--- src/hdl/icache_macros.svh ---
`ifndef ICACHE_MACROS_SVH
`define ICACHE_MACROS_SVH

// fetch address fields, tag | index | offset
`define ICACHE_TAG_W    23
`define ICACHE_INDEX_W  6
`define ICACHE_OFFSET_W 3

// one entry per set, two ways
`define ICACHE_SETS     64

// a line holds two instruction words
`define ICACHE_LINE_W   64
`define ICACHE_WORD_W   32

`endif

--- src/hdl/icache_pkg.sv ---
`include "icache_macros.svh"

package icache_pkg;

    // controller states
    typedef enum logic [2:0] {
        idle,
        lookup,
        miss,
        replace,
        refill
    } icache_state_e;

    // fetch address split into its cache fields
    typedef struct packed {
        logic [`ICACHE_TAG_W-1:0]    tag;
        logic [`ICACHE_INDEX_W-1:0]  index;
        logic [`ICACHE_OFFSET_W-1:0] offset;
    } icache_req_t;

endpackage

--- src/hdl/icache_ifs.sv ---
`timescale 1ns/1ps
`include "icache_macros.svh"

// request fields from the input side
interface icache_req_if import icache_pkg::*; ();
    // fields of the address on the pipeline right now
    icache_req_t cur;
    // buffered copy of the accepted request
    icache_req_t req;
    logic        capture;

    modport src (
        output cur,
        output req,
        input  capture
    );

    modport ctrl (
        output capture
    );

    modport sink (
        input cur,
        input req,
        input capture
    );
endinterface

// refill line, way choice and hit result
interface icache_fill_if ();
    logic [`ICACHE_LINE_W-1:0] line;
    logic                      fill;
    logic                      victim_way;
    logic                      hit;
    logic                      hit_way;

    modport refill (
        output line,
        input  fill
    );

    modport ctrl (
        output fill,
        input  hit
    );

    modport tags (
        output victim_way,
        output hit,
        output hit_way,
        input  fill
    );

    modport data (
        input line,
        input fill,
        input victim_way,
        input hit_way
    );
endinterface

--- src/hdl/icache_ctrl.sv ---
`timescale 1ns/1ps

module icache_ctrl
    import icache_pkg::*;
(
    input  logic        clk,
    input  logic        rst,
    input  logic        valid,
    output logic        addr_ok,
    output logic        data_ok,
    output logic        rd_req,
    icache_req_if.ctrl  req_io,
    icache_fill_if.ctrl fill_io
);

    icache_state_e state_q;
    icache_state_e state_d;
    logic          lookup_hit;

    assign lookup_hit = (state_q == lookup) && fill_io.hit;

    // a hit frees the front end for the next request at once
    assign addr_ok = (state_q == idle) || lookup_hit;
    assign data_ok = lookup_hit || (state_q == refill);

    assign req_io.capture = valid && addr_ok;

    // memory read goes out right after the missed lookup;
    // replace waits for the captured line to settle
    assign rd_req = (state_q == miss);

    // tag and data of the victim way are written at the end of refill
    assign fill_io.fill = (state_q == refill);

    always_comb begin
        state_d = state_q;
        case (state_q)
            idle: begin
                if (valid) begin
                    state_d = lookup;
                end
            end
            lookup: begin
                if (!fill_io.hit) begin
                    state_d = miss;
                end else if (valid) begin
                    state_d = lookup;
                end else begin
                    state_d = idle;
                end
            end
            miss: begin
                state_d = replace;
            end
            replace: begin
                state_d = refill;
            end
            refill: begin
                state_d = idle;
            end
            default: begin
                state_d = idle;
            end
        endcase
    end

    always_ff @(posedge clk) begin
        if (rst) begin
            state_q <= idle;
        end else begin
            state_q <= state_d;
        end
    end

endmodule

--- src/flat_wrapper.sv ---
// flat-port wrapper written by rule: the top's interface ports become plain ports
module icache_ctrl_flat import icache_pkg::*;
  (clk, rst, valid, addr_ok, data_ok, rd_req, req_io_capture, fill_io_fill, fill_io_hit);
  icache_req_if req_io_i ();
  icache_fill_if fill_io_i ();
  input  logic clk;
  input  logic rst;
  input  logic valid;
  output logic addr_ok;
  output logic data_ok;
  output logic rd_req;
  output wire logic [$bits(req_io_i.capture)-1:0] req_io_capture;
  output wire logic [$bits(fill_io_i.fill)-1:0] fill_io_fill;
  input wire logic [$bits(fill_io_i.hit)-1:0] fill_io_hit;
  assign req_io_capture = req_io_i.capture;
  assign fill_io_fill = fill_io_i.fill;
  assign fill_io_i.hit = fill_io_hit;
  icache_ctrl u_core (.clk(clk), .rst(rst), .valid(valid), .addr_ok(addr_ok), .data_ok(data_ok), .rd_req(rd_req), .req_io(req_io_i), .fill_io(fill_io_i));
endmodule
--- config.mk ---
export PLATFORM = sky130hd
export DESIGN_NAME = icache_ctrl_flat
export DESIGN_NICKNAME = d
export VERILOG_FILES = /design/src/hdl/icache_pkg.sv /design/src/hdl/icache_ifs.sv /design/src/hdl/icache_ctrl.sv /design/src/flat_wrapper.sv
export VERILOG_INCLUDE_DIRS = /design/src /design/src/hdl
export SDC_FILE = /design/constraint.sdc
export NUM_CORES = 1
export LEC_CHECK = 0
export BUFFER_PORTS_ARGS = -buffer_cell sky130_fd_sc_hd__buf_4
export CAP_MARGIN = 20
export CORE_AREA = 5 5 42 44
export DETAILED_ROUTE_END_ITERATION = 12
export DIE_AREA = 0 0 47 49
export SLEW_MARGIN = 20
export SYNTH_ARGS = -nofsm -noshare
export SYNTH_HDL_FRONTEND = slang
export SYNTH_SLANG_ARGS = --single-unit
--- constraint.sdc ---
create_clock -name clk -period 1.56 [get_ports clk]
set_clock_uncertainty 0.2 [all_clocks]
set_input_delay 0 -clock clk [delete_from_list [all_inputs] [get_ports clk]]
set_output_delay 0 -clock clk [all_outputs]
set_load 0.02 [all_outputs]
==> results.tsv <==
stage	metric	value	unit
routing	drt_iter0_drc	1	
cts	cts_resized	0	
power	clockPowerShare	49.1	%
worst_setup_path	worst-path-stages	3	
worst_setup_path	r2r_slack	0.29	ns
routing	wire_per_inst	9.06	um
sta	setup_viol	0	
layout	fin_nets	39	
cts	cts_root_buffer	clkbuf_4	
yosys	synth.distinct_cells	14	
worst_setup_path	critPathMaxStageDelay	0.34	ns
die	die_h	49	um
sta	worstMarginPinSlew	0.313	ns
worst_setup_path	critPathSlowestCell	dfxtp_1	
yosys	synth_area	174	sq um
outcome	status	complete, no violations	
routing	drtAntennaViolNets	0	
grt	grt_use_met2	5.88	%
grt	grt_pass1_wl	607	um
layout	regArea	60.1	sq um
routing	first_pass_iters	2	
power	switchingPower	67.0	uW
grt	grt_max_degree	10	
min_path	holdCritStartpoint	rst	
sta	finalHoldViolCount	0	
die	dieWidth	47	um
worst_setup_path	critical_path_class	register to primary output	
sta	fin_setup_tns	0	ns
routing	via_per_inst	3.84	
yosys	synthCells	20	
sta	max_clock_freq	709	MHz
sta	finalCritPeriodShare	90.4	%
grt	met3_usage	2.21	%
place	io_buffers	8	
grt	grt_pass1_vias	174	
min_path	hold_class	input port to register	
grt	met1_usage	2.85	%
cts	cts_tree	done	
power	combinationalPowerShare	19.0	%
power	internal_power	205	uW
layout	fillCellCount	183	
yosys	avgSynthCellArea	8.70	sq um
layout	utilization	21.3	%
die	initial_core_util	12.4	%
job	maxCapViolations	0	
worst_setup_path	worstPathRequired	1.36	ns
layout	layout-drive-gt1-share	35.3	%
worst_setup_path	reg2reg_depth	2	
layout	largest_reg_flops	3	
worst_setup_path	path_delay_family	simple AND/OR/NAND/NOR gates	
die	core	1400	sq um
layout	largestRegisters	u_core.state_q x3	
cts	clk_path_buf_depth	2	
cts	cts_buffers	3	
sta	rsz0062_at_grt	no	
layout	top_register	u_core.state_q	
layout	area_delta_synth_final	71.9	%
min_path	hold_path_end	u_core.state_q[1]	
yosys	synth_seq_cells	3	
yosys	yosysWarnings	0	
grt	top_usage_layer	met4	
sta	maxSlewHeadroom	78.6	%
routing	drcViolationCount	0	
sta	holdWs	0.292	ns
grt	track_usage	4.22	%
sta	setup_ws	0.151	ns
worst_setup_path	worstPathCellList	nor2b_1 -> nor4b_1 -> buf_4	
layout	n_antenna_cell	0	
yosys	synth.yosys.seq_area_share	34.5	%
worst_setup_path	start_kind	register	
worst_setup_path	cp_num_buf_inv	1	
power	ir_drop	0.168	mV
sta	fin_crit	1.41	ns
cts	clkTransAtPathRegs	0.04	ns
die	rows	14	
worst_setup_path	end_kind	primary output	
grt	gr-total-overflow	0	
yosys	yosysTopAreaCell	dfxtp_1	
place	place_congestion	0.675	
routing	wl	453	um
yosys	synthTopCellsByArea	dfxtp_1 35%, a211oi_2 7.2%, nand2b_1 7.2%	
power	powerDensity	909	nW/um^2
die	die_area	2300	sq um
worst_setup_path	r2r-end	u_core.state_q[1]	
power	p_leak	0.000124	uW
yosys	synth_fp_nets	24	
die	io_pins	9	
cts	post-cts-setup-buffers	0	
cts	clk-insertion-delay-late	0.23	ns
worst_setup_path	arrival	1.21	ns
cts	h-tree-depth	1	
yosys	synth_top_area_share	34.5	%
power	seqPwrFrac	31.9	%
worst_setup_path	reg2reg_from	u_core.state_q[1]	
min_path	min_path_cells	3	
routing	vias	192	
sta	drv_slew	0	
place	dp_hpwl	320	um
power	switching_share	24.7	%
place	place_ws	0.289	ns
grt	antenna_found_initial	0	
worst_setup_path	cp_max_fo	7	
cts	cts.sinks	3	
layout	multi_input_area	103	sq um
-- logic make-up after synthesis --
group,share of synthesized area (%)
AOI/OAI and AO/OA,15.1
buffers and inverters,6.47
DFF,34.5
and+or+nand+nor,43.9
-- Yosys cell counts (all sizes together) --
library cell	n
nor4b	1
buf	1
nand2b	2
nor2b	1
nand3b	1
a21oi	1
a2111oi	1
dfxtp	3
a211oi	1
nand2	1
or3b	1
nor3	2
or2b	1
nor2	3
-- final cells by class --
cell class                      instances  share of cell area [%]
Tap cell                               16                    6.69
Timing Repair Buffer                   11                    30.1
Sequential cell                         3                    20.1
Clock buffer                            4                    8.79
Multi-Input combinational cell         16                    34.3
-- routing by layer --
| layer | vias up | share of wire, % |
|---|---|---|
| li1 | 100 | - |
| met1 | 89 | 37 |
| met2 | 3 | 58 |
| met3 | 0 | 5.1 |
| met4 | 0 | 0 |
| met5 | - | 0 |
-- layout by cell type, fill, tap and decap left out --
| master | instances |
|---|---|
| a2111oi_0 | 1 |
| buf_4 | 8 |
| nand2_1 | 1 |
| nand2b_1 | 2 |
| or2b_1 | 1 |
| nor2b_1 | 1 |
| nor3_1 | 2 |
| a211oi_2 | 1 |
| nor2_1 | 3 |
| dfxtp_1 | 3 |
| clkbuf_4 | 3 |
| a21oi_1 | 1 |
| dlygate4sd3_1 | 3 |
| clkbuf_1 | 1 |
| nor4b_1 | 1 |
| or3b_1 | 1 |
| nand3b_1 | 1 |
-- power by group through the flow --
stage | clock [uW] | combinational, uW | sequential (uW)
finish | 133 | 51.7 | 86.8
global route | 142 | 55.4 | 87.6
CTS | 137 | 52.4 | 86.8
detailed placement | 0 | 45.8 | 87.9
global placement | 0 | 45.8 | 87.3
floorplan | 0 | 29.2 | 84.8
-- per-stage QoR --
| step | std cells | cell area, sq um | power [uW] |
|---|---|---|---|
| floorplan | 20 | 174 | 114 |
| global placement | 43 | 243 | 133 |
| detailed placement | 43 | 243 | 134 |
| CTS | 50 | 299 | 276 |
| global route | 50 | 299 | 285 |
| finish | 50 | 299 | 272 |
-- how the worst max path moves through the flow --
stage	start	endpoint	slack, ns
2_1_floorplan	u_core.state_q[0]	req_io_capture	0.16
3_3_place_gp	u_core.state_q[1]	u_core.state_q[1]	0.30
3_5_place_dp	u_core.state_q[1]	u_core.state_q[1]	0.29
4_1_cts	u_core.state_q[1]	rd_req	0.14
5_1_grt	u_core.state_q[0]	req_io_capture	0.08
6_report	u_core.state_q[0]	req_io_capture	0.15
-- timing repair --
action | 4_1_cts | 5_1_grt
hold buffers | 3 | 0
hold endpoints to repair | 3 | 0
setup endpoints to repair | 0 | 0
-- tightest hold or removal path, delay by kind of cell --
family | cells | cell delay, ns
buf+inv | 2 | 0.65
compound gates | 1 | 0.03
No activity file was read; power rests on OpenSTA's default activity.
