**config.mk**
```make
export PLATFORM = sky130hd
export DESIGN_NAME = icache_req_stage_flat
export DESIGN_NICKNAME = d
export VERILOG_FILES = /design/src/hdl/icache_pkg.sv /design/src/hdl/icache_ifs.sv /design/src/hdl/icache_req_stage.sv /design/src/flat_wrapper.sv
export VERILOG_INCLUDE_DIRS = /design/src /design/src/hdl
export SDC_FILE = /design/constraint.sdc
export NUM_CORES = 1
export LEC_CHECK = 0
export ABC_AREA = 1
export BUFFER_PORTS_ARGS = -buffer_cell sky130_fd_sc_hd__buf_2
export CORE_ASPECT_RATIO = 0.9
export CORE_UTILIZATION = 47
export CTS_BUF_LIST = sky130_fd_sc_hd__clkbuf_2 sky130_fd_sc_hd__clkbuf_4 sky130_fd_sc_hd__clkbuf_8
export DETAILED_ROUTE_END_ITERATION = 12
export PLACE_DENSITY = 0.92
export SLEW_MARGIN = 20
export SYNTH_ARGS = -nofsm -noshare
export SYNTH_HDL_FRONTEND = slang
export SYNTH_SLANG_ARGS = --single-unit
```
**constraint.sdc**
```tcl
create_clock -name clk -period 2 [get_ports clk]
set_clock_uncertainty 0.05 [all_clocks]
set_input_delay 0.3 -clock clk [delete_from_list [all_inputs] [get_ports clk]]
set_output_delay 0.3 -clock clk [all_outputs]
set_load 0.1 [all_outputs]
```
**src/hdl/icache_macros.svh**
```systemverilog
`ifndef ICACHE_MACROS_SVH
`define ICACHE_MACROS_SVH

// fetch address fields, tag | index | offset
`define ICACHE_TAG_W    23
`define ICACHE_INDEX_W  6
`define ICACHE_OFFSET_W 3

// one entry per set, two ways
`define ICACHE_SETS     64

// a line holds two instruction words
`define ICACHE_LINE_W   64
`define ICACHE_WORD_W   32

`endif

```
**src/hdl/icache_pkg.sv**
```systemverilog
`include "icache_macros.svh"

package icache_pkg;

    // controller states
    typedef enum logic [2:0] {
        idle,
        lookup,
        miss,
        replace,
        refill
    } icache_state_e;

    // fetch address split into its cache fields
    typedef struct packed {
        logic [`ICACHE_TAG_W-1:0]    tag;
        logic [`ICACHE_INDEX_W-1:0]  index;
        logic [`ICACHE_OFFSET_W-1:0] offset;
    } icache_req_t;

endpackage

```
**src/hdl/icache_ifs.sv**
```systemverilog
`timescale 1ns/1ps
`include "icache_macros.svh"

// request fields from the input side
interface icache_req_if import icache_pkg::*; ();
    // fields of the address on the pipeline right now
    icache_req_t cur;
    // buffered copy of the accepted request
    icache_req_t req;
    logic        capture;

    modport src (
        output cur,
        output req,
        input  capture
    );

    modport ctrl (
        output capture
    );

    modport sink (
        input cur,
        input req,
        input capture
    );
endinterface


```
**src/hdl/icache_req_stage.sv**
```systemverilog
`timescale 1ns/1ps

module icache_req_stage
    import icache_pkg::*;
(
    input  logic        clk,
    input  logic        rst,
    input  logic        valid,
    input  logic [31:0] addr,
    icache_req_if.src   req_io
);

    icache_req_t req_q;

    // split the live address so the RAM can be addressed this cycle
    assign req_io.cur = addr;

    always_ff @(posedge clk) begin
        if (rst) begin
            req_q <= '0;
        end else if (req_io.capture) begin
            req_q <= req_io.cur;
        end
    end

    // buffered copy drives tag compare, word select and miss address
    assign req_io.req = req_q;

endmodule

```
**src/flat_wrapper.sv**
```systemverilog
// flat-port wrapper written by rule: the top's interface ports become plain ports
module icache_req_stage_flat import icache_pkg::*;
  (clk, rst, valid, addr, req_io_cur, req_io_req, req_io_capture);
  icache_req_if req_io_i ();
  input  logic clk;
  input  logic rst;
  input  logic valid;
  input  logic [31:0] addr;
  output wire logic [$bits(req_io_i.cur)-1:0] req_io_cur;
  output wire logic [$bits(req_io_i.req)-1:0] req_io_req;
  input wire logic [$bits(req_io_i.capture)-1:0] req_io_capture;
  assign req_io_cur = req_io_i.cur;
  assign req_io_req = req_io_i.req;
  assign req_io_i.capture = req_io_capture;
  icache_req_stage u_core (.clk(clk), .rst(rst), .valid(valid), .addr(addr), .req_io(req_io_i));
endmodule
```
==> out/summary.txt, run 1 <==
Area contributors post-synth: dfxtp_1, buf_4, nand2_1, nor2_1, inv_1
I/O pin cnt: 100
most frequent cells in the layout: buf_2, nor2_1, nand2_1, inv_1, dfxtp_1
largest net degree at the start of global routing: 35
CTS tree: yes
status: completed
Max Cap Violations: 0
Crit Path Max Fanout: 2
Seq cells post-synth: 32
Hold Fails Final Rpt: 0
Final min period: 1.39 ns
clock power share: 25.2%
Synth Area in XOR/XNOR: 0%
DRT Wirelength: 2720 um
CP Cell Sequence: buf_2
GRT Overall Usage: 16.6%
Reg2Reg Depth: 2
Critical R2R Capture: u_core.req_io.req[1]
Crit path largest cell delay: 0.43 ns
Worst VDD drop: 0.630 mV
Remaining Overflow, GRT: 0
internal power: 1.11 mW
Comb power frac: 39.8%
initial antenna violation count: 0
most common cell after layout, fill and taps aside: buf_2
NetSw: 0.902 mW
Mean Syn Cell Area: 6.72 um2
Die ar.: 3600 um2
first-pass GRT wire length: 4680 um
cts bufs inserted: 5
WS Path Type: reg -> out
clock buffer depth: 2
Sum Neg Setup Slack: 0 ns
simple-gate portion of the synthesized area: 30.4%
Layout Nets: 336
hold_buf cts: 0
setup violators final: 0
filler instances: 319
worst hold start: addr[16]
Adder-Cell Fraction of Synth Area: 0%
Final WS setup: 0.612 ns
starting density of the core: 50.7%
n_diodes: 0
Clk Tree Root Cell: clkbuf_8
# H-tree levels: 2
max FFs per register: 32
Post-DP HPWL: 2000 um
Syn Std Cell Area: 1580 um2
WP buf/inv: 1
Avg Vias per Cell: 4.08
Flop pwr share: 35.0%
first drt pass iteration count: 4
Post-CTS Resized: 0
register-to-register setup slack: 1.39 ns
RSZ-0062 raised after global routing: false
Worst Tran Pin Value: 0.519 ns
die span in y: 57.0 um
Area growth, synth to finish: 21.2%
share of layout cells above drive strength 1: 35.9%
synth warn: 0
Place WS: 0.669 ns
final antenna-violating net count: 0
period utilization: 69.4%
Synth top area share: 40.6%
PD cells: 1050 nW/um2
Horiz. Die Dim: 63.1 um
Crit path max-delay family: buffers and inverters
Final Max Slew Viols: 0
Gate Count Post-Synth: 235
Rows: 19
reg2reg start: u_core.req_io.req[1]
Slew HR: 65.4%
Min-Delay Endpoint: u_core.req_io.req[16]
crit path DAT: 1.04 ns
DRT iter0 DRCs: 52
startpoint types: flop
CP max stage cell: buf_2
RD Place Congestion: 0.668
FMAX: 0.721 GHz
Data required, critical path: 1.65 ns
Leak Pwr: 1.22 nW
Post-CTS Setup Repair Bufs: 0
WL per Instance: 7.93 um
largest area contributor in the netlist: dfxtp_1
Synth Area in Compound Gates: 0%
largest family of logic cells by synthesized area: simple AND/OR/NAND/NOR gates
Post-Syn Nets: 271
Cell variety after synth: 7
Sw Ratio: 44.9%
# clock sinks: 32
Hold Path Class: in -> reg
CP Capture Type: output pin
clk slew on worst S/H paths: 0.06 ns
multiplexer share of the synthesized area: 0%
register area share after synthesis: 40.6%
worst skew pair latency: 0.27 ns
PortBufs: 98
hold path cells: 5
via count: 1398
DRC violations left: 0
Core Area: 3110 um2
vias in the first global route: 1215
==> metrics by stage <==
step | area [um2] | utilization [%] | hold slack, ns | instances | total power [mW]
6_report | 1910 | 61.4 | 0.276 | 343 | 2.01
5_1_grt | 1910 | 61.4 | 0.281 | 343 | 2.11
4_1_cts | 1910 | 61.4 | 0.273 | 343 | 2.03
3_5_place_dp | 1820 | 58.3 | 0.409 | 335 | 1.52
3_3_place_gp | 1820 | 58.3 | 0.401 | 335 | 1.51
2_1_floorplan | 1580 | - | 0.432 | 235 | 1.45
==> synthesized netlist by cell type <==
| cell | instances |
|---|---|
| buf_4 | 32 |
| inv_1 | 33 |
| nor2_1 | 64 |
| buf_6 | 7 |
| buf_2 | 3 |
| dfxtp_1 | 32 |
| nand2_1 | 64 |
==> logic make-up (layout without fill, tap and decap cells) <==
family                 count (synthesis)  count (layout)
DFF                                   32              32
and+or+nand+nor                      128             128
buffers and inverters                 75             141
==> cell type report <==
cell class	instances	area, um2	share of cell area (%)
clock buffer	8	97.6	5.10
sequential	32	641	33.5
multi-input combinational	128	480	25.1
timing repair buffer	100	518	27.1
tap	42	52.6	2.75
inverter	33	124	6.47
==> how the worst max path moves through the flow <==
stage,start,end,depth (start not counted),slack [ns]
after floorplan,u_core.req_io.req[0],req_io_req[0],0,0.72
after global placement,req_io_capture,u_core.req_io.req[29],5,0.68
after detailed placement,req_io_capture,u_core.req_io.req[2],5,0.67
after CTS,u_core.req_io.req[15],req_io_req[15],1,0.61
after global routing,u_core.req_io.req[29],req_io_req[29],1,0.57
final,u_core.req_io.req[2],req_io_req[2],1,0.61
==> metal layers <==
metal | track usage (%) | wire length, um | up-vias
met5 | 0 | 0 | -
met4 | 6.98 | 15 | 0
met3 | 7.60 | 230 | 2
met2 | 31.5 | 1290 | 59
met1 | 15.2 | 1180 | 575
li1 | - | - | 762
==> power by group through the flow <==
| stage | registers, mW | clock network [mW] | logic [mW] |
|---|---|---|---|
| finish | 0.703 | 0.506 | 0.801 |
| global route | 0.708 | 0.565 | 0.837 |
| CTS | 0.703 | 0.522 | 0.805 |
| detailed placement | 0.716 | 0 | 0.804 |
| global placement | 0.715 | 0 | 0.798 |
| floorplan | 1.04 | 0 | 0.415 |
No activity file was read; power rests on OpenSTA's default activity.
==> run 2: changes to the inputs <==
--- a/config.mk
+++ b/config.mk
@@ -9,10 +9,10 @@
 export ABC_AREA = 1
 export BUFFER_PORTS_ARGS = -buffer_cell sky130_fd_sc_hd__buf_2
 export CORE_ASPECT_RATIO = 0.9
-export CORE_UTILIZATION = 47
+export CORE_UTILIZATION = 44
 export CTS_BUF_LIST = sky130_fd_sc_hd__clkbuf_2 sky130_fd_sc_hd__clkbuf_4 sky130_fd_sc_hd__clkbuf_8
 export DETAILED_ROUTE_END_ITERATION = 12
-export PLACE_DENSITY = 0.92
+export PLACE_DENSITY = 0.87
 export SLEW_MARGIN = 20
 export SYNTH_ARGS = -nofsm -noshare
 export SYNTH_HDL_FRONTEND = slang
==> constraint.sdc (replaced) <==
create_clock -name clk -period 1.5 [get_ports clk]
set_clock_uncertainty 0.05 [all_clocks]
set_input_delay 0.225 -clock clk [delete_from_list [all_inputs] [get_ports clk]]
set_output_delay 0.225 -clock clk [all_outputs]
set_load 0.1 [all_outputs]
==> out/summary.txt, run 2 (synthesized netlist as in run 1, its figures left out) <==
CP max stage cell: buf_2
Placed Cells: 337
status: completed
DRT Wirelength: 2760 um
Hold Fails Final Rpt: 0
largest net degree at the start of global routing: 65
starting density of the core: 46.4%
period utilization: 87.6%
vias in the first global route: 1081
Worst Tran Pin Value: 0.494 ns
startpoint types: flop
Crit path largest cell delay: 0.43 ns
worst skew pair latency: 0.27 ns
clock buffer depth: 2
share of layout cells above drive strength 1: 35.9%
hold path cells: 5
DRC violations left: 0
Area growth, synth to finish: 21.3%
PD cells: 1400 nW/um2
final antenna-violating net count: 0
Place WS: 0.473 ns
first-pass GRT wire length: 4400 um
Reg2Reg Depth: 2
Final Max Slew Viols: 0
Levels on crit path: 1
die span in y: 58.8 um
Layout Nets: 336
CP Capture Type: output pin
clk slew on worst S/H paths: 0.06 ns
Clk Tree Root Cell: clkbuf_8
setup violators final: 0
Flop pwr share: 34.9%
cts bufs inserted: 5
crit path DAT: 1.04 ns
GRT Overall Usage: 14.9%
Final min period: 1.31 ns
Avg Vias per Cell: 4.00
Comb power frac: 39.7%
final design utilization: 56.3%
PortBufs: 98
# clock sinks: 32
most frequent cells in the layout: buf_2, nor2_1, nand2_1, inv_1, dfxtp_1
Crit Path Max Fanout: 2
# H-tree levels: 2
clock power share: 25.4%
Sw Ratio: 45.0%
WS Path Type: reg -> out
NetSw: 1.21 mW
Core Area: 3400 um2
final std cells w/o fill: 345
Leak Pwr: 1.22 nW
Horiz. Die Dim: 65.1 um
initial antenna violation count: 0
Hold Path Class: in -> reg
first drt pass iteration count: 4
filler instances: 330
Die ar.: 3830 um2
n_diodes: 0
Max Cap Violations: 0
FF+latch area: 641 um2
area of the multi-input gates: 480 um2
Remaining Overflow, GRT: 0
Rows: 20
Slew HR: 67.3%
RSZ-0062 raised after global routing: false
hold_buf cts: 0
CP Cell Sequence: buf_2
Post-CTS Resized: 0
CTS tree: yes
via count: 1379
Worst VDD drop: 0.647 mV
Crit path max-delay family: buffers and inverters
WL per Instance: 8.00 um
DRT iter0 DRCs: 62
Post-CTS Setup Repair Bufs: 0
Design Power: 2.69 mW
Sum Neg Setup Slack: 0 ns
RD Place Congestion: 0.664
most common cell after layout, fill and taps aside: buf_2
Post-DP HPWL: 1990 um
max FFs per register: 32
Data required, critical path: 1.22 ns
I/O pin cnt: 100
internal power: 1.48 mW
FMAX: 0.761 GHz
WP buf/inv: 1
Final WS setup: 0.186 ns
==> run 2: worst min-delay path, cell delays in order <==
cell and delay (ns):
buf_2 0.08, inv_1 0.03, nand2_1 0.04, nand2_1 0.04, nor2_1 0.06
==> run 2: cell type report <==
class,count,share of cell area [%]
Sequential cell,32,33.4
Timing Repair Buffer,100,27.0
Multi-Input combinational cell,128,25.1
Inverter,33,6.47
Clock buffer,8,5.09
Tap cell,44,2.87
==> run 2: metal layers <==
layer / track usage, % / vias up / wire [um]
met5: 0 / - / 0
li1: - / 764 / -
met4: 6.52 / 0 / 31
met1: 17.1 / 549 / 1270
met2: 25.7 / 61 / 1250
met3: 4.65 / 5 / 213
==> run 2: worst paths after layout <==
check	startpoint	endpoint	slack, ns
hold / removal	addr[10]	u_core.req_io.req[10]	0.20
setup reg to reg	u_core.req_io.req[4]	u_core.req_io.req[4]	0.89
hold reg to reg	u_core.req_io.req[20]	u_core.req_io.req[20]	0.42
setup / recovery	u_core.req_io.req[4]	req_io_req[4]	0.19
==> run 2: power by group through the flow <==
stage                     logic [mW]  registers [mW]  clock network [mW]
final                           1.07           0.937               0.682
after global routing            1.12           0.943               0.744
after CTS                       1.07           0.938               0.707
after detailed placement        1.07           0.955                   0
after global placement          1.06           0.954                   0
after floorplan                0.553            1.38                   0
==> run 2: through the flow <==
| step | area, um2 | hold slack, ns |
|---|---|---|
| global placement | 1820 | 0.404 |
| global route | 1920 | 0.204 |
| detailed placement | 1820 | 0.409 |
| finish | 1920 | 0.200 |
| floorplan | 1580 | 0.357 |
| CTS | 1920 | 0.193 |
==> run 3: changes to the inputs <==
==> constraint.sdc (replaced) <==
create_clock -name clk -period 1.3 [get_ports clk]
set_clock_uncertainty 0.05 [all_clocks]
set_input_delay 0.195 -clock clk [delete_from_list [all_inputs] [get_ports clk]]
set_output_delay 0.195 -clock clk [all_outputs]
set_load 0.1 [all_outputs]
==> out/summary.txt, run 3 (synthesized netlist as in run 1, its figures left out) <==
status: completed
max FFs per register: 32
vias in the first global route: 1154
Crit path max-delay family: buffers and inverters
starting density of the core: 46.4%
Avg Vias per Cell: 4.08
Area growth, synth to finish: 38.1%
die span in y: 58.8 um
crit path DAT: 1.03 ns
period utilization: 97.8%
I/O pin cnt: 100
worst skew pair latency: 0.27 ns
hold_buf cts: 0
Crit Path Max Fanout: 2
register-to-register setup slack: 0.63 ns
RSZ-0062 raised after global routing: false
clk slew on worst S/H paths: 0.06 ns
Sw Ratio: 44.2%
first-pass GRT wire length: 4820 um
PortBufs: 98
instance area at placement: 2060 um2
startpoint types: flop
largest net degree at the start of global routing: 65
Hold Path Class: in -> reg
Post-CTS Setup Repair Bufs: 0
# H-tree levels: 2
Final Max Slew Viols: 0
CP max stage cell: buf_2
Remaining Overflow, GRT: 0
internal power: 1.82 mW
NetSw: 1.44 mW
setup violators final: 0
# clock sinks: 32
Worst VDD drop: 0.875 mV
Worst Tran Pin Value: 0.492 ns
most common cell after layout, fill and taps aside: buf_2
CP Cell Sequence: buf_2
Data required, critical path: 1.05 ns
FF+latch area: 641 um2
initial antenna violation count: 0
Rows: 20
WL per Instance: 8.70 um
FMAX: 0.787 GHz
DRT Wirelength: 3000 um
Layout Nets: 336
DRT iter0 DRCs: 43
PD cells: 1490 nW/um2
Flop pwr share: 33.8%
Clk Tree Root Cell: clkbuf_8
DRC violations left: 0
Core Area: 3400 um2
area of the multi-input gates: 480 um2
CP Capture Type: output pin
clock buffer depth: 2
GRT Overall Usage: 17.0%
Die ar.: 3830 um2
Comb power frac: 41.4%
Post-DP HPWL: 2180 um
n_diodes: 0
final antenna-violating net count: 0
WP buf/inv: 1
Slew HR: 67.4%
filler instances: 299
WS Path Type: reg -> out
Final min period: 1.27 ns
first drt pass iteration count: 2
Leak Pwr: 1.28 nW
design area: 2180 um2
cts bufs inserted: 5
RD Place Congestion: 0.656
Max Cap Violations: 0
via count: 1408
CTS tree: yes
clock power share: 24.8%
share of layout cells above drive strength 1: 35.9%
most frequent cells in the layout: buf_2, nor2_1, nand2_1, inv_1, dfxtp_1
Hold Fails Final Rpt: 0
Horiz. Die Dim: 65.1 um
Sum Neg Setup Slack: 0 ns
Crit path largest cell delay: 0.42 ns
==> run 3: cell count changes in the layout (fill, tap and decap cells not counted), sizes merged <==
cell | before | now
clkbuf | 8 | 17
buf | 100 | 91
==> run 3: metrics by stage <==
stage	hold slack (ns)	cells	power (mW)	utilization (%)	setup slack [ns]
finish	0.164	345	3.26	64.1	0.0292
global route	0.174	345	3.39	64.1	0.00109
CTS	0.156	345	3.29	63.4	0.00805
detailed placement	0.409	337	2.47	60.4	0.313
global placement	0.406	337	2.45	60.4	0.324
floorplan	0.327	235	2.23	-	0.0432
==> run 3: final timing paths <==
path,start,to,cells after the start
max,u_core.req_io.req[4],req_io_req[4],1
min,addr[11],u_core.req_io.req[11],5
max reg2reg,u_core.req_io.req[16],u_core.req_io.req[16],2
min reg2reg,u_core.req_io.req[25],u_core.req_io.req[25],2
==> run 3: layout make-up <==
class                   count  area share (%)
flip-flops and latches     32            29.4
multi-input cells         128            22.0
inverters                  33            5.68
clock buffers               8            4.48
well taps                  44            2.52
repair buffers            100            35.9
==> run 3: power groups by stage <==
| stage | registers, mW | clock network (mW) | logic, mW |
|---|---|---|---|
| after floorplan | 1.60 | 0 | 0.638 |
| after global placement | 1.12 | 0 | 1.33 |
| after detailed placement | 1.12 | 0 | 1.34 |
| after CTS | 1.10 | 0.836 | 1.35 |
| after global routing | 1.11 | 0.879 | 1.41 |
| final | 1.10 | 0.807 | 1.35 |
==> run 3: what timing repair did <==
| action | in CTS | in global routing |
|---|---|---|
| endpoints found under the setup margin | 2 | 9 |
| resized for setup | 2 | 9 |
| pin swaps | 0 | 0 |
==> run 3: layer usage <==
layer,vias to the layer above,wire length [um],GRT usage [%]
li1,765,-,-
met1,578,1240,16.5
met2,60,1470,31.4
met3,5,249,6.59
met4,0,39,8.39
met5,-,0,0
