$ cat src/hdl/icache_macros.svh
`ifndef ICACHE_MACROS_SVH
`define ICACHE_MACROS_SVH

// fetch address fields, tag | index | offset
`define ICACHE_TAG_W    23
`define ICACHE_INDEX_W  6
`define ICACHE_OFFSET_W 3

// one entry per set, two ways
`define ICACHE_SETS     64

// a line holds two instruction words
`define ICACHE_LINE_W   64
`define ICACHE_WORD_W   32

`endif

$ cat src/hdl/icache_pkg.sv
`include "icache_macros.svh"

package icache_pkg;

    // controller states
    typedef enum logic [2:0] {
        idle,
        lookup,
        miss,
        replace,
        refill
    } icache_state_e;

    // fetch address split into its cache fields
    typedef struct packed {
        logic [`ICACHE_TAG_W-1:0]    tag;
        logic [`ICACHE_INDEX_W-1:0]  index;
        logic [`ICACHE_OFFSET_W-1:0] offset;
    } icache_req_t;

endpackage

$ cat src/hdl/icache_ifs.sv
`timescale 1ns/1ps
`include "icache_macros.svh"

// request fields from the input side
interface icache_req_if import icache_pkg::*; ();
    // fields of the address on the pipeline right now
    icache_req_t cur;
    // buffered copy of the accepted request
    icache_req_t req;
    logic        capture;

    modport src (
        output cur,
        output req,
        input  capture
    );

    modport ctrl (
        output capture
    );

    modport sink (
        input cur,
        input req,
        input capture
    );
endinterface

// refill line, way choice and hit result
interface icache_fill_if ();
    logic [`ICACHE_LINE_W-1:0] line;
    logic                      fill;
    logic                      victim_way;
    logic                      hit;
    logic                      hit_way;

    modport refill (
        output line,
        input  fill
    );

    modport ctrl (
        output fill,
        input  hit
    );

    modport tags (
        output victim_way,
        output hit,
        output hit_way,
        input  fill
    );

    modport data (
        input line,
        input fill,
        input victim_way,
        input hit_way
    );
endinterface

$ cat src/hdl/icache_refill.sv
`timescale 1ns/1ps
`include "icache_macros.svh"

module icache_refill (
    input  logic                      clk,
    input  logic                      rst,
    input  logic                      rd_req,
    input  logic [`ICACHE_LINE_W-1:0] ret_data,
    input  logic [`ICACHE_WORD_W-1:0] hit_word,
    output logic [31:0]               rd_addr,
    output logic [`ICACHE_WORD_W-1:0] rdata,
    icache_req_if.sink                req_io,
    icache_fill_if.refill             fill_io
);

    logic [`ICACHE_LINE_W-1:0] line_q;
    logic [`ICACHE_WORD_W-1:0] line_word;

    // line address of the buffered request
    assign rd_addr = {req_io.req.tag, req_io.req.index, {`ICACHE_OFFSET_W{1'b0}}};

    // memory answers in the request cycle
    always_ff @(posedge clk) begin
        if (rst) begin
            line_q <= '0;
        end else if (rd_req) begin
            line_q <= ret_data;
        end
    end

    assign fill_io.line = line_q;

    assign line_word = req_io.req.offset[2] ? line_q[`ICACHE_LINE_W-1:`ICACHE_WORD_W]
                                            : line_q[`ICACHE_WORD_W-1:0];

    // refill serves straight from the line buffer, RAM is written same edge
    assign rdata = fill_io.fill ? line_word : hit_word;

endmodule

$ cat src/flat_wrapper.sv
// flat-port wrapper written by rule: the top's interface ports become plain ports
module icache_refill_flat 
  (clk, rst, rd_req, ret_data, hit_word, rd_addr, rdata, req_io_cur, req_io_req, req_io_capture, fill_io_line, fill_io_fill);
  icache_req_if req_io_i ();
  icache_fill_if fill_io_i ();
  input  logic clk;
  input  logic rst;
  input  logic rd_req;
  input  logic [`ICACHE_LINE_W-1:0] ret_data;
  input  logic [`ICACHE_WORD_W-1:0] hit_word;
  output logic [31:0] rd_addr;
  output logic [`ICACHE_WORD_W-1:0] rdata;
  input wire logic [$bits(req_io_i.cur)-1:0] req_io_cur;
  input wire logic [$bits(req_io_i.req)-1:0] req_io_req;
  input wire logic [$bits(req_io_i.capture)-1:0] req_io_capture;
  output wire logic [$bits(fill_io_i.line)-1:0] fill_io_line;
  input wire logic [$bits(fill_io_i.fill)-1:0] fill_io_fill;
  assign req_io_i.cur = req_io_cur;
  assign req_io_i.req = req_io_req;
  assign req_io_i.capture = req_io_capture;
  assign fill_io_line = fill_io_i.line;
  assign fill_io_i.fill = fill_io_fill;
  icache_refill u_core (.clk(clk), .rst(rst), .rd_req(rd_req), .ret_data(ret_data), .hit_word(hit_word), .rd_addr(rd_addr), .rdata(rdata), .req_io(req_io_i), .fill_io(fill_io_i));
endmodule
$ cat config.mk
export PLATFORM = sky130hd
export DESIGN_NAME = icache_refill_flat
export DESIGN_NICKNAME = d
export VERILOG_FILES = /design/src/hdl/icache_pkg.sv /design/src/hdl/icache_ifs.sv /design/src/hdl/icache_refill.sv /design/src/flat_wrapper.sv
export VERILOG_INCLUDE_DIRS = /design/src /design/src/hdl
export SDC_FILE = /design/constraint.sdc
export NUM_CORES = 1
export LEC_CHECK = 0
export BUFFER_PORTS_ARGS = -buffer_cell sky130_fd_sc_hd__buf_2
export CORE_AREA = 2 2 113 115
export DETAILED_ROUTE_END_ITERATION = 7
export DIE_AREA = 0 0 115 117
export GPL_ROUTABILITY_DRIVEN = 0
export REMOVE_ABC_BUFFERS = 1
export SETUP_SLACK_MARGIN = 0.15
export SLEW_MARGIN = 20
export SYNTH_ARGS = -nofsm -noshare
export SYNTH_HDL_FRONTEND = slang
export SYNTH_SLANG_ARGS = --single-unit
$ cat constraint.sdc
create_clock -name clk -period 0.8 [get_ports clk]
set_input_delay 0.16 -clock clk [delete_from_list [all_inputs] [get_ports clk]]
set_output_delay 0.16 -clock clk [all_outputs]
set_load 0.05 [all_outputs]
==> results.md, run 1 <==
Flow run:
- Max-cap violations in this run came to 0.

Clock network:
- The buffer cell driving the clock tree root is sky130_fd_sc_hd__clkbuf_16.
- CTS saw 64 sinks.
- The CTS tree is done.
- The total number of H-tree levels is 3.
- The total clock buffers created by CTS is 9.
- The clock reaches the later pin of the worst-skew pair after 0.33 ns.
- The post-CTS clock slew at the launch and capture registers of the worst setup and hold paths is 0.06 ns.
- The longest clock path from root to sink contains 2 buffers.

STA:
- On the final layout, the worst hold slack is 0.0707 ns.
- The number of hold violations in the final report is 0.
- Summed over all failing endpoints, the final setup total negative slack is -32.80 ns.
- Setup repair after global routing could not meet its margin everywhere.
- The final period demand of the worst path is 1.29 ns.
- For this run, the top clock speed supported by timing is 0.773 GHz.
- The max-slew violation count was 0.
- The clock skew after layout is 0 ns.
- The final setup violation count is 113.
- The final worst slack is -0.494 ns.
- The final clock period utilization by the worst path is 162%.

Critical path:
- Walking the worst path, the cells encountered are mux2i_1 > a21oi_1 > buf_4.
- The worst setup path is launched from a register.
- The reg-to-reg endpoint is u_core.fill_io.line[34].
- The stage delay of the slowest cell on the critical path is 0.32 ns.
- The worst setup path is captured at an output port.
- The kind of cell with the highest combined delay along the critical path is flip-flops.
- On the critical path, the stage with the largest delay is an instance of sky130_fd_sc_hd__dfxtp_2.
- Measured in cells, the most critical reg-to-reg path has a length of 5.
- The worst register-to-register path begins at u_core.fill_io.line[34].
- By startpoint and endpoint, the worst setup path is classified as reg2out.
- The required time at the endpoint of the critical path is 0.64 ns.
- The maximum fanout along the worst path is 2.
- The signal arrival time at the worst endpoint is 1.13 ns.
- For flop-to-flop paths, the worst setup slack is -0.16 ns.
- Counting both buffers and inverters, the worst setup path holds a total of 1.

Placed design:
- Detailed placement ended at an HPWL of 8800 um.
- After detailed placement, the design holds a cell count of 706.
- The total of buffers placed on input and output ports is 196.
- The total placed instance area is 4560 sq um.

Synthesis:
- By area the synthesized netlist is led by sky130_fd_sc_hd__dfxtp_1 40%, sky130_fd_sc_hd__mux2i_1 30%, sky130_fd_sc_hd__nor2_1 11%.
- The sequential element share of the synthesized area is 39.7%.
- The unique cell type count in the Yosys netlist is 12.
- The synthesis-stage register bit count is 64.
- The post-synthesis instance area is 3230 sq um.
- Synthesis produced a netlist whose cell count is 346.
- In this run the biggest area consumer among cell types represents 39.7% of the synthesized area.
- Yosys printed 0 warnings.
- After synthesis, the mean cell area works out to 9.32 sq um.
- Of all cell types, the one taking the most synthesized area is sky130_fd_sc_hd__dfxtp_1.

Hold path:
- The cell depth of the worst hold path is 3.
- The hold path startpoint is ret_data[25].
- In this run the worst hold path is classified as in2reg.
- The worst min-delay path endpoint is u_core.fill_io.line[25].

Layout:
- Relative to the synthesized area, the layout overhead comes to 91.2%.
- The register with the most flip-flops in the layout has 64 of them.
- For this run, the post-layout net count is 755.
- The share of post-route cells with drive strength above 1 is 62.2%.
- The library cell used most frequently in the layout, excluding fill and tap cells, is sky130_fd_sc_hd__buf_2.
- The area of all placed cells without fillers is 6170 sq um.
- In the layout the commonest cells are 99 x sky130_fd_sc_hd__buf_2, 96 x sky130_fd_sc_hd__nor2_1, 92 x sky130_fd_sc_hd__mux2i_1, 84 x sky130_fd_sc_hd__buf_6.
- 0 antenna diodes ended up in the layout.
- Counting the fill cells in the layout gives 1,052.
- The count of cells in the finished layout, fillers not included, comes to 745.

Drt:
- After detailed routing, the average wire length per cell comes to 16.7 um.
- For this block, the initial DRC count from the detailed router was 112.
- The pre-antenna-repair detailed-routing pass consisted of 4 iterations.
- The number of vias in the routed layout is 3,388.
- The detail-routed via count per cell is 4.55.
- The final layout contains routed wiring with a total length of 12,500 um.
- For this run, design rule violations remaining after detail routing come to 0.
- The residual antenna-violating net count after detailed routing is 0.

Floorplanning:
- The area of the die is 13,500 sq um.
- The initial standard-cell utilization of the core is 26.2%.
- The boundary pin count is 293.
- The standard cell core area is 12,300 sq um.
- The width of the die is 115 um.
- From bottom edge to top edge, the die measures 117 um.
- The row count is 41.

Power:
- In this run the power spent charging and discharging nets is 3.64 mW.
- The power density over the cells is 1840 nW/um^2.
- Overall power consumption after layout is estimated at 11.3 mW.
- The highest ir drop seen on vdd is 0.824 mV.
- The leakage power figure is 3.08 nW.
- The power share of the sequential group is 31.5%.
- The switching power share of the total is 32.1%.
- The share of total power in combinational logic is 33.4%.
- Per report_power, the clock group accounts for 35.2% of the total.
- The internal power of the cells totals 7.68 mW.

Global routing:
- The overall global routing resource usage is 17.2%.
- The residual overflow from global routing is 0.
- The first global-routing pass estimated 17,300 um of wire.
- Entering global routing, the biggest net connects 35 pins.
- The via count of the first global-routing pass is 3,323.
- The initial antenna violation count is 2.

Run status:
- The checks that failed: negative setup slack.
- The run finished, with violations left.
[tightest hold or removal path, cell delays in order]
cell and delay (ns):
sky130_fd_sc_hd__buf_2 0.08, sky130_fd_sc_hd__mux2i_1 0.05, sky130_fd_sc_hd__nor2_1 0.07
[area by class of cell]
class | instances | area (sq um) | area share (%)
multi-input cells | 227 | 1510 | 24.4
clock buffers | 13 | 260 | 4.22
clock inverters | 3 | 40.0 | 0.649
well taps | 150 | 188 | 3.04
flip-flops and latches | 64 | 1360 | 22.1
repair buffers | 288 | 2810 | 45.6
[through the flow]
step           worst slack [ns]  util (%)
2_1_floorplan            -0.938         -
3_3_place_gp             -0.410      37.1
3_5_place_dp             -0.420      37.1
4_1_cts                  -0.491      48.1
5_1_grt                  -0.557      50.1
6_report                 -0.494      50.1
[timing repair]
action                                 CTS  global route
cloned                                   0             0
hold buffers                             0             0
endpoints found under the hold margin    0             0
buffers inserted                         6            17
gates resized for setup                343            33
setup endpoints to repair              157           159
pin swaps                               38            18
[kinds of logic (layout without fill, tap and decap cells)]
family	count (synthesis)	after routing	synth area share, %
flops	64	64	39.7
buf+inv	57	304	14.2
other cells	1	3	0.116
simple gates	96	96	11.2
mux	96	96	29.8
compound gates	32	32	4.96
[Yosys cell counts]
| master | instances |
|---|---|
| sky130_fd_sc_hd__mux2i_1 | 96 |
| sky130_fd_sc_hd__nor2_1 | 96 |
| sky130_fd_sc_hd__dfxtp_1 | 64 |
| sky130_fd_sc_hd__a21oi_1 | 32 |
| sky130_fd_sc_hd__buf_4 | 32 |
| sky130_fd_sc_hd__buf_8 | 9 |
| sky130_fd_sc_hd__buf_1 | 6 |
| sky130_fd_sc_hd__buf_2 | 6 |
| sky130_fd_sc_hd__buf_6 | 2 |
| sky130_fd_sc_hd__clkbuf_1 | 1 |
| sky130_fd_sc_hd__clkbuf_2 | 1 |
| sky130_fd_sc_hd__conb_1 | 1 |
[per-layer routing]
metal | vias to the layer above | track usage, % | share of wire (%)
li1 | 1610 | - | -
met1 | 1571 | 17.9 | 36
met2 | 183 | 27.6 | 48
met3 | 18 | 11.6 | 13
met4 | 6 | 5.86 | 1.2
met5 | - | 3.70 | 0.65
[worst max path at each step]
stage	startpoint	end	cells past startpoint
2_1_floorplan	u_core.fill_io.line[32]	rdata[0]	2
3_3_place_gp	req_io_req[2]	rdata[20]	5
4_1_cts	u_core.fill_io.line[52]	rdata[20]	3
5_1_grt	u_core.fill_io.line[50]	rdata[18]	3
3_5_place_dp	req_io_req[2]	rdata[20]	5
6_report	u_core.fill_io.line[55]	rdata[23]	3
[power groups by stage]
stage	logic [mW]	registers, mW	clock network, mW
floorplan	1.03	4.23	0
finish	3.78	3.56	3.98
CTS	3.61	3.55	4.11
detailed placement	2.93	3.55	0
global placement	2.90	3.54	0
global route	3.95	3.58	4.27
No activity file was read; power rests on OpenSTA's default activity.
==> inputs of run 2 (changes only) <==
Settings changed: ABC_AREA set to 1, CORE_AREA 2 2 113 115 to 2 2 112 114, DIE_AREA 0 0 115 117 to 0 0 114 116, PLACE_DENSITY set to 0.66.
==> run 2 against run 1 <==
The flow still finishes with violations (negative setup slack). Sequential power about the same. Cell area up 23%. First-iteration DRC count grew to 2.7 times the previous value.
==> results.md, run 2 <==
Synthesis:
- In the synthesized netlist the async set-or-reset flop fraction comes to 0%.
- Ranked by total cell area, the synthesized netlist is headed by sky130_fd_sc_hd__dfxtp_1 37%, sky130_fd_sc_hd__nand2_1 28%, sky130_fd_sc_hd__a21oi_1 9.2%.
- The share of synthesized area in the top cell type comes to 36.9%.
- The post-synthesis cell type with the largest combined area is sky130_fd_sc_hd__dfxtp_1.
- The number of warnings reported in the yosys synthesis log is 0.
- The synthesized design contains 0 enable-type register cells.
- The commonest cells after synthesis are 256 x sky130_fd_sc_hd__nand2_1, 66 x sky130_fd_sc_hd__inv_1, 64 x sky130_fd_sc_hd__a21oi_1, 64 x sky130_fd_sc_hd__dfxtp_1, 33 x sky130_fd_sc_hd__buf_4.
- The simple-gate area share of the yosys netlist is 32.3%.
- After synthesis, the largest family of logic cells by area is simple AND/OR/NAND/NOR gates.
- The prevailing post-synth register cell is sky130_fd_sc_hd__dfxtp_1.
- Summing the areas of all fa, ha and maj instances in the mapped netlist gives 0% of the synthesized area.
- Synthesis handed over a netlist of 550 instances.
- Measured against the total synthesized area, the mux share comes to 0%.
- Dividing the synthesized area by the synthesized cell count gives 6.31 sq um.
- In this run, distinct cell masters in the synthesized netlist total 12.
- In this run the cell area of the synthesized design comes to 3470 sq um.
- The compound-cell area share of the yosys netlist is 9.24%.
- The xor/xnor cell area share of the yosys netlist is 0%.
- After synthesis the netlist holds a flip-flop and latch count of 64.
- For this run, the register share of the synthesized area comes to 36.9%.
- The most repeated cell in the gate-level netlist after synthesis is sky130_fd_sc_hd__nand2_1.

Power:
- The share of total power dissipated in the clock network is 31.4%.
- In this run, the combinational gates consume 38.3% of the power.
- In this run switching power makes up 33.9% of total power.
- In this run, flip-flops and latches consume 30.3% of the power.
- In this run the power density over the cells is 1540 nW/um^2.
- Total power for the finished layout comes to 11.7 mW.
- The worst-case IR drop observed on VDD is 1.03 mV.
- The net switching component of the power is 3.96 mW.
- The total internal power is 7.72 mW.
- The leakage power figure is 3.68 nW.

STA:
- The clock skew after layout is 0 ns.
- The number of hold violations in the final report is 0.
- The final worst slack is -0.492 ns.
- Setup repair after global routing could not meet its margin everywhere.
- The max-slew violation count is 0.
- The maximum operating frequency is 0.774 GHz.
- Setup violations remaining at the end of the flow were counted as 110.
- The final period demand of the worst path is 1.29 ns.
- The final critical path takes up 162% of the cycle.

Clock network:
- In this run, post-CTS hold repair placed 0 buffers.
- Clock-pin slew was measured on the worst setup and hold paths at 0.05 ns.
- The number of clock buffers added by TritonCTS is 9.
- The CTS tree is done.
- The latest clock arrival within the worst-skew pair is 0.33 ns.
- The tree built by TritonCTS fans out to 64 sinks.
- The cell sitting at the root of the clock tree is a sky130_fd_sc_hd__clkbuf_16.
- The clock tree synthesis step divided the H-tree into 3 levels.
- Counting along the longest clock path gives a buffer depth of 2.

Drt:
- The top routing layer in use is met5.
- Summed over all nets, wire length on met2 after detailed routing comes to 7970 um.
- In the final routed layout, each cell accounts on average for 16.7 um.
- The length of routed met3 wiring is 1710 um.
- The detailed-routing iteration count for the pre-antenna-repair pass is 4.
- The wire length the detailed router placed on met1 is 6400 um.
- The number of DRC violations after detailed routing is 0.
- The detailed router placed 4,624 vias in this run.
- The detail route stage leaves a number of antenna-violating nets equal to 0.
- The detailed router finished its first iteration with 304 violations.
- In the routed layout, each cell is associated on average with a via count of 4.68.
- The aggregate routed wire length is 16,500 um.

Critical path:
- The stage delay of the slowest cell on the critical path is 0.33 ns.
- The signal arrival time at the worst endpoint is 1.13 ns.
- Setup slack on the worst reg-to-reg path comes out at -0.19 ns.
- The worst setup path is launched from a register.
- Traced cell by cell, the critical path runs through inv_1 > nand2_1 > nand3_1 > nand2_1 > buf_6.
- The kind of end point of the critical path is an output port.
- The required time at the endpoint of the critical path is 0.64 ns.
- The cell repeated most along the worst path is sky130_fd_sc_hd__nand2_1.
- The slowest cell on the critical path is sky130_fd_sc_hd__dfxtp_2.
- The worst setup path is of the reg2out kind.
- The maximum fanout along the worst path is 2.

Layout:
- The count of non-filler cells in the finished layout is 987.
- The share of post-route cells with drive strength above 1 is 71.1%.
- Once layout is complete, the utilization of the core stands at 63.6%.
- Leaving out fill and tap cells, the most frequent cell in the layout is sky130_fd_sc_hd__nand2_1.
- In the final design database the tool counted 1,000 nets.
- The flip-flop count of the largest register after layout is 64.
- The layout overhead on the synthesized area is 118%.
- After routing the design area is 7580 sq um.
- In the layout the commonest cells are 173 x sky130_fd_sc_hd__nand2_1, 137 x sky130_fd_sc_hd__buf_6, 100 x sky130_fd_sc_hd__buf_2, 74 x sky130_fd_sc_hd__buf_8, 72 x sky130_fd_sc_hd__nand2_2.

Floorplanning:
- The row count is 40.
- The area of the die is 13,200 sq um.
- The floorplan step set the die height to 116 um.
- The initial standard-cell utilization of the core is 29.1%.
- The boundary pin count is 293.
- The floorplan step set the die width to 114 um.
- The standard cell core area is 11,900 sq um.

Global routing:
- The largest net degree at the start of global routing is 34.
- The residual overflow from global routing is 0.
- The via count of the first global-routing pass is 4,057.
- The overall global routing resource usage is 20.6%.
- The initial antenna violation count is 3.
- The first-pass GRT wire length is 20,800 um.

Placed design:
- The number of instances in the placed design is 910.
- The total placed instance area is 4890 sq um.
- Detailed placement ended at an HPWL of 9810 um.
- Input and output buffers added on the ports amount to 196.

Flow run:
- Across the run, the number of max-cap violations was 0.

Run status:
- The checks that failed: negative setup slack.
- The run finished, with violations left.

Hold path:
- The path category of the worst min-delay check is in2reg.
run 2: kinds of logic after synthesis:
group	count (synthesis)
AO/OA/AOI/OAI	64
buffers and inverters	133
flip-flops	64
other	1
AND/OR/NAND/NOR	288
run 2: power by group through the flow:
stage	combinational (mW)	clock [mW]	sequential, mW
floorplan	1.07	0	4.16
global placement	2.93	0	3.51
detailed placement	2.94	0	3.52
CTS	3.71	3.78	3.52
global route	4.69	3.92	3.55
finish	4.47	3.67	3.54
run 2: metrics by stage:
stage | TNS [ns] | setup slack (ns) | hold WS [ns]
after global routing | -40.00 | -0.571 | 0.0614
after floorplan | -25.80 | -0.534 | 0.229
after detailed placement | -18.59 | -0.379 | 0.320
after CTS | -32.27 | -0.452 | 0.0522
final | -36.15 | -0.492 | 0.0694
after global placement | -16.85 | -0.388 | 0.320
run 2: metal layers:
metal	vias to the layer above	global-route usage (%)
met1	2157	24.1
met3	32	10.9
met5	-	4.81
li1	2189	-
met4	2	6.59
met2	244	32.1
run 2: path summary, 6_finish.rpt:
kind,from,to,cells after the start
setup / recovery,u_core.fill_io.line[46],rdata[14],5
hold / removal,ret_data[7],u_core.fill_io.line[7],3
setup reg to reg,u_core.fill_io.line[34],u_core.fill_io.line[34],6
hold reg to reg,u_core.fill_io.line[42],u_core.fill_io.line[42],3
run 2: final cells by class:
type	count	area [sq um]
multi-input cells	355	1980
fillers	946	4340
repair buffers	338	3520
diodes	2	5.00
flip-flops and latches	64	1360
well taps	147	184
inverters	67	251
clock buffers	14	274
run 2: timing repair:
item | in CTS | in global routing
buffers inserted | 5 | 56
endpoints found under the setup margin | 149 | 159
pin swaps | 40 | 82
gates resized for setup | 396 | 249
run 2: critical path, delay by kind of cell, from the launching register on:
kind / cells / cell delay, ns
buf+inv: 2 / 0.20
flops: 1 / 0.33
simple gates: 3 / 0.28
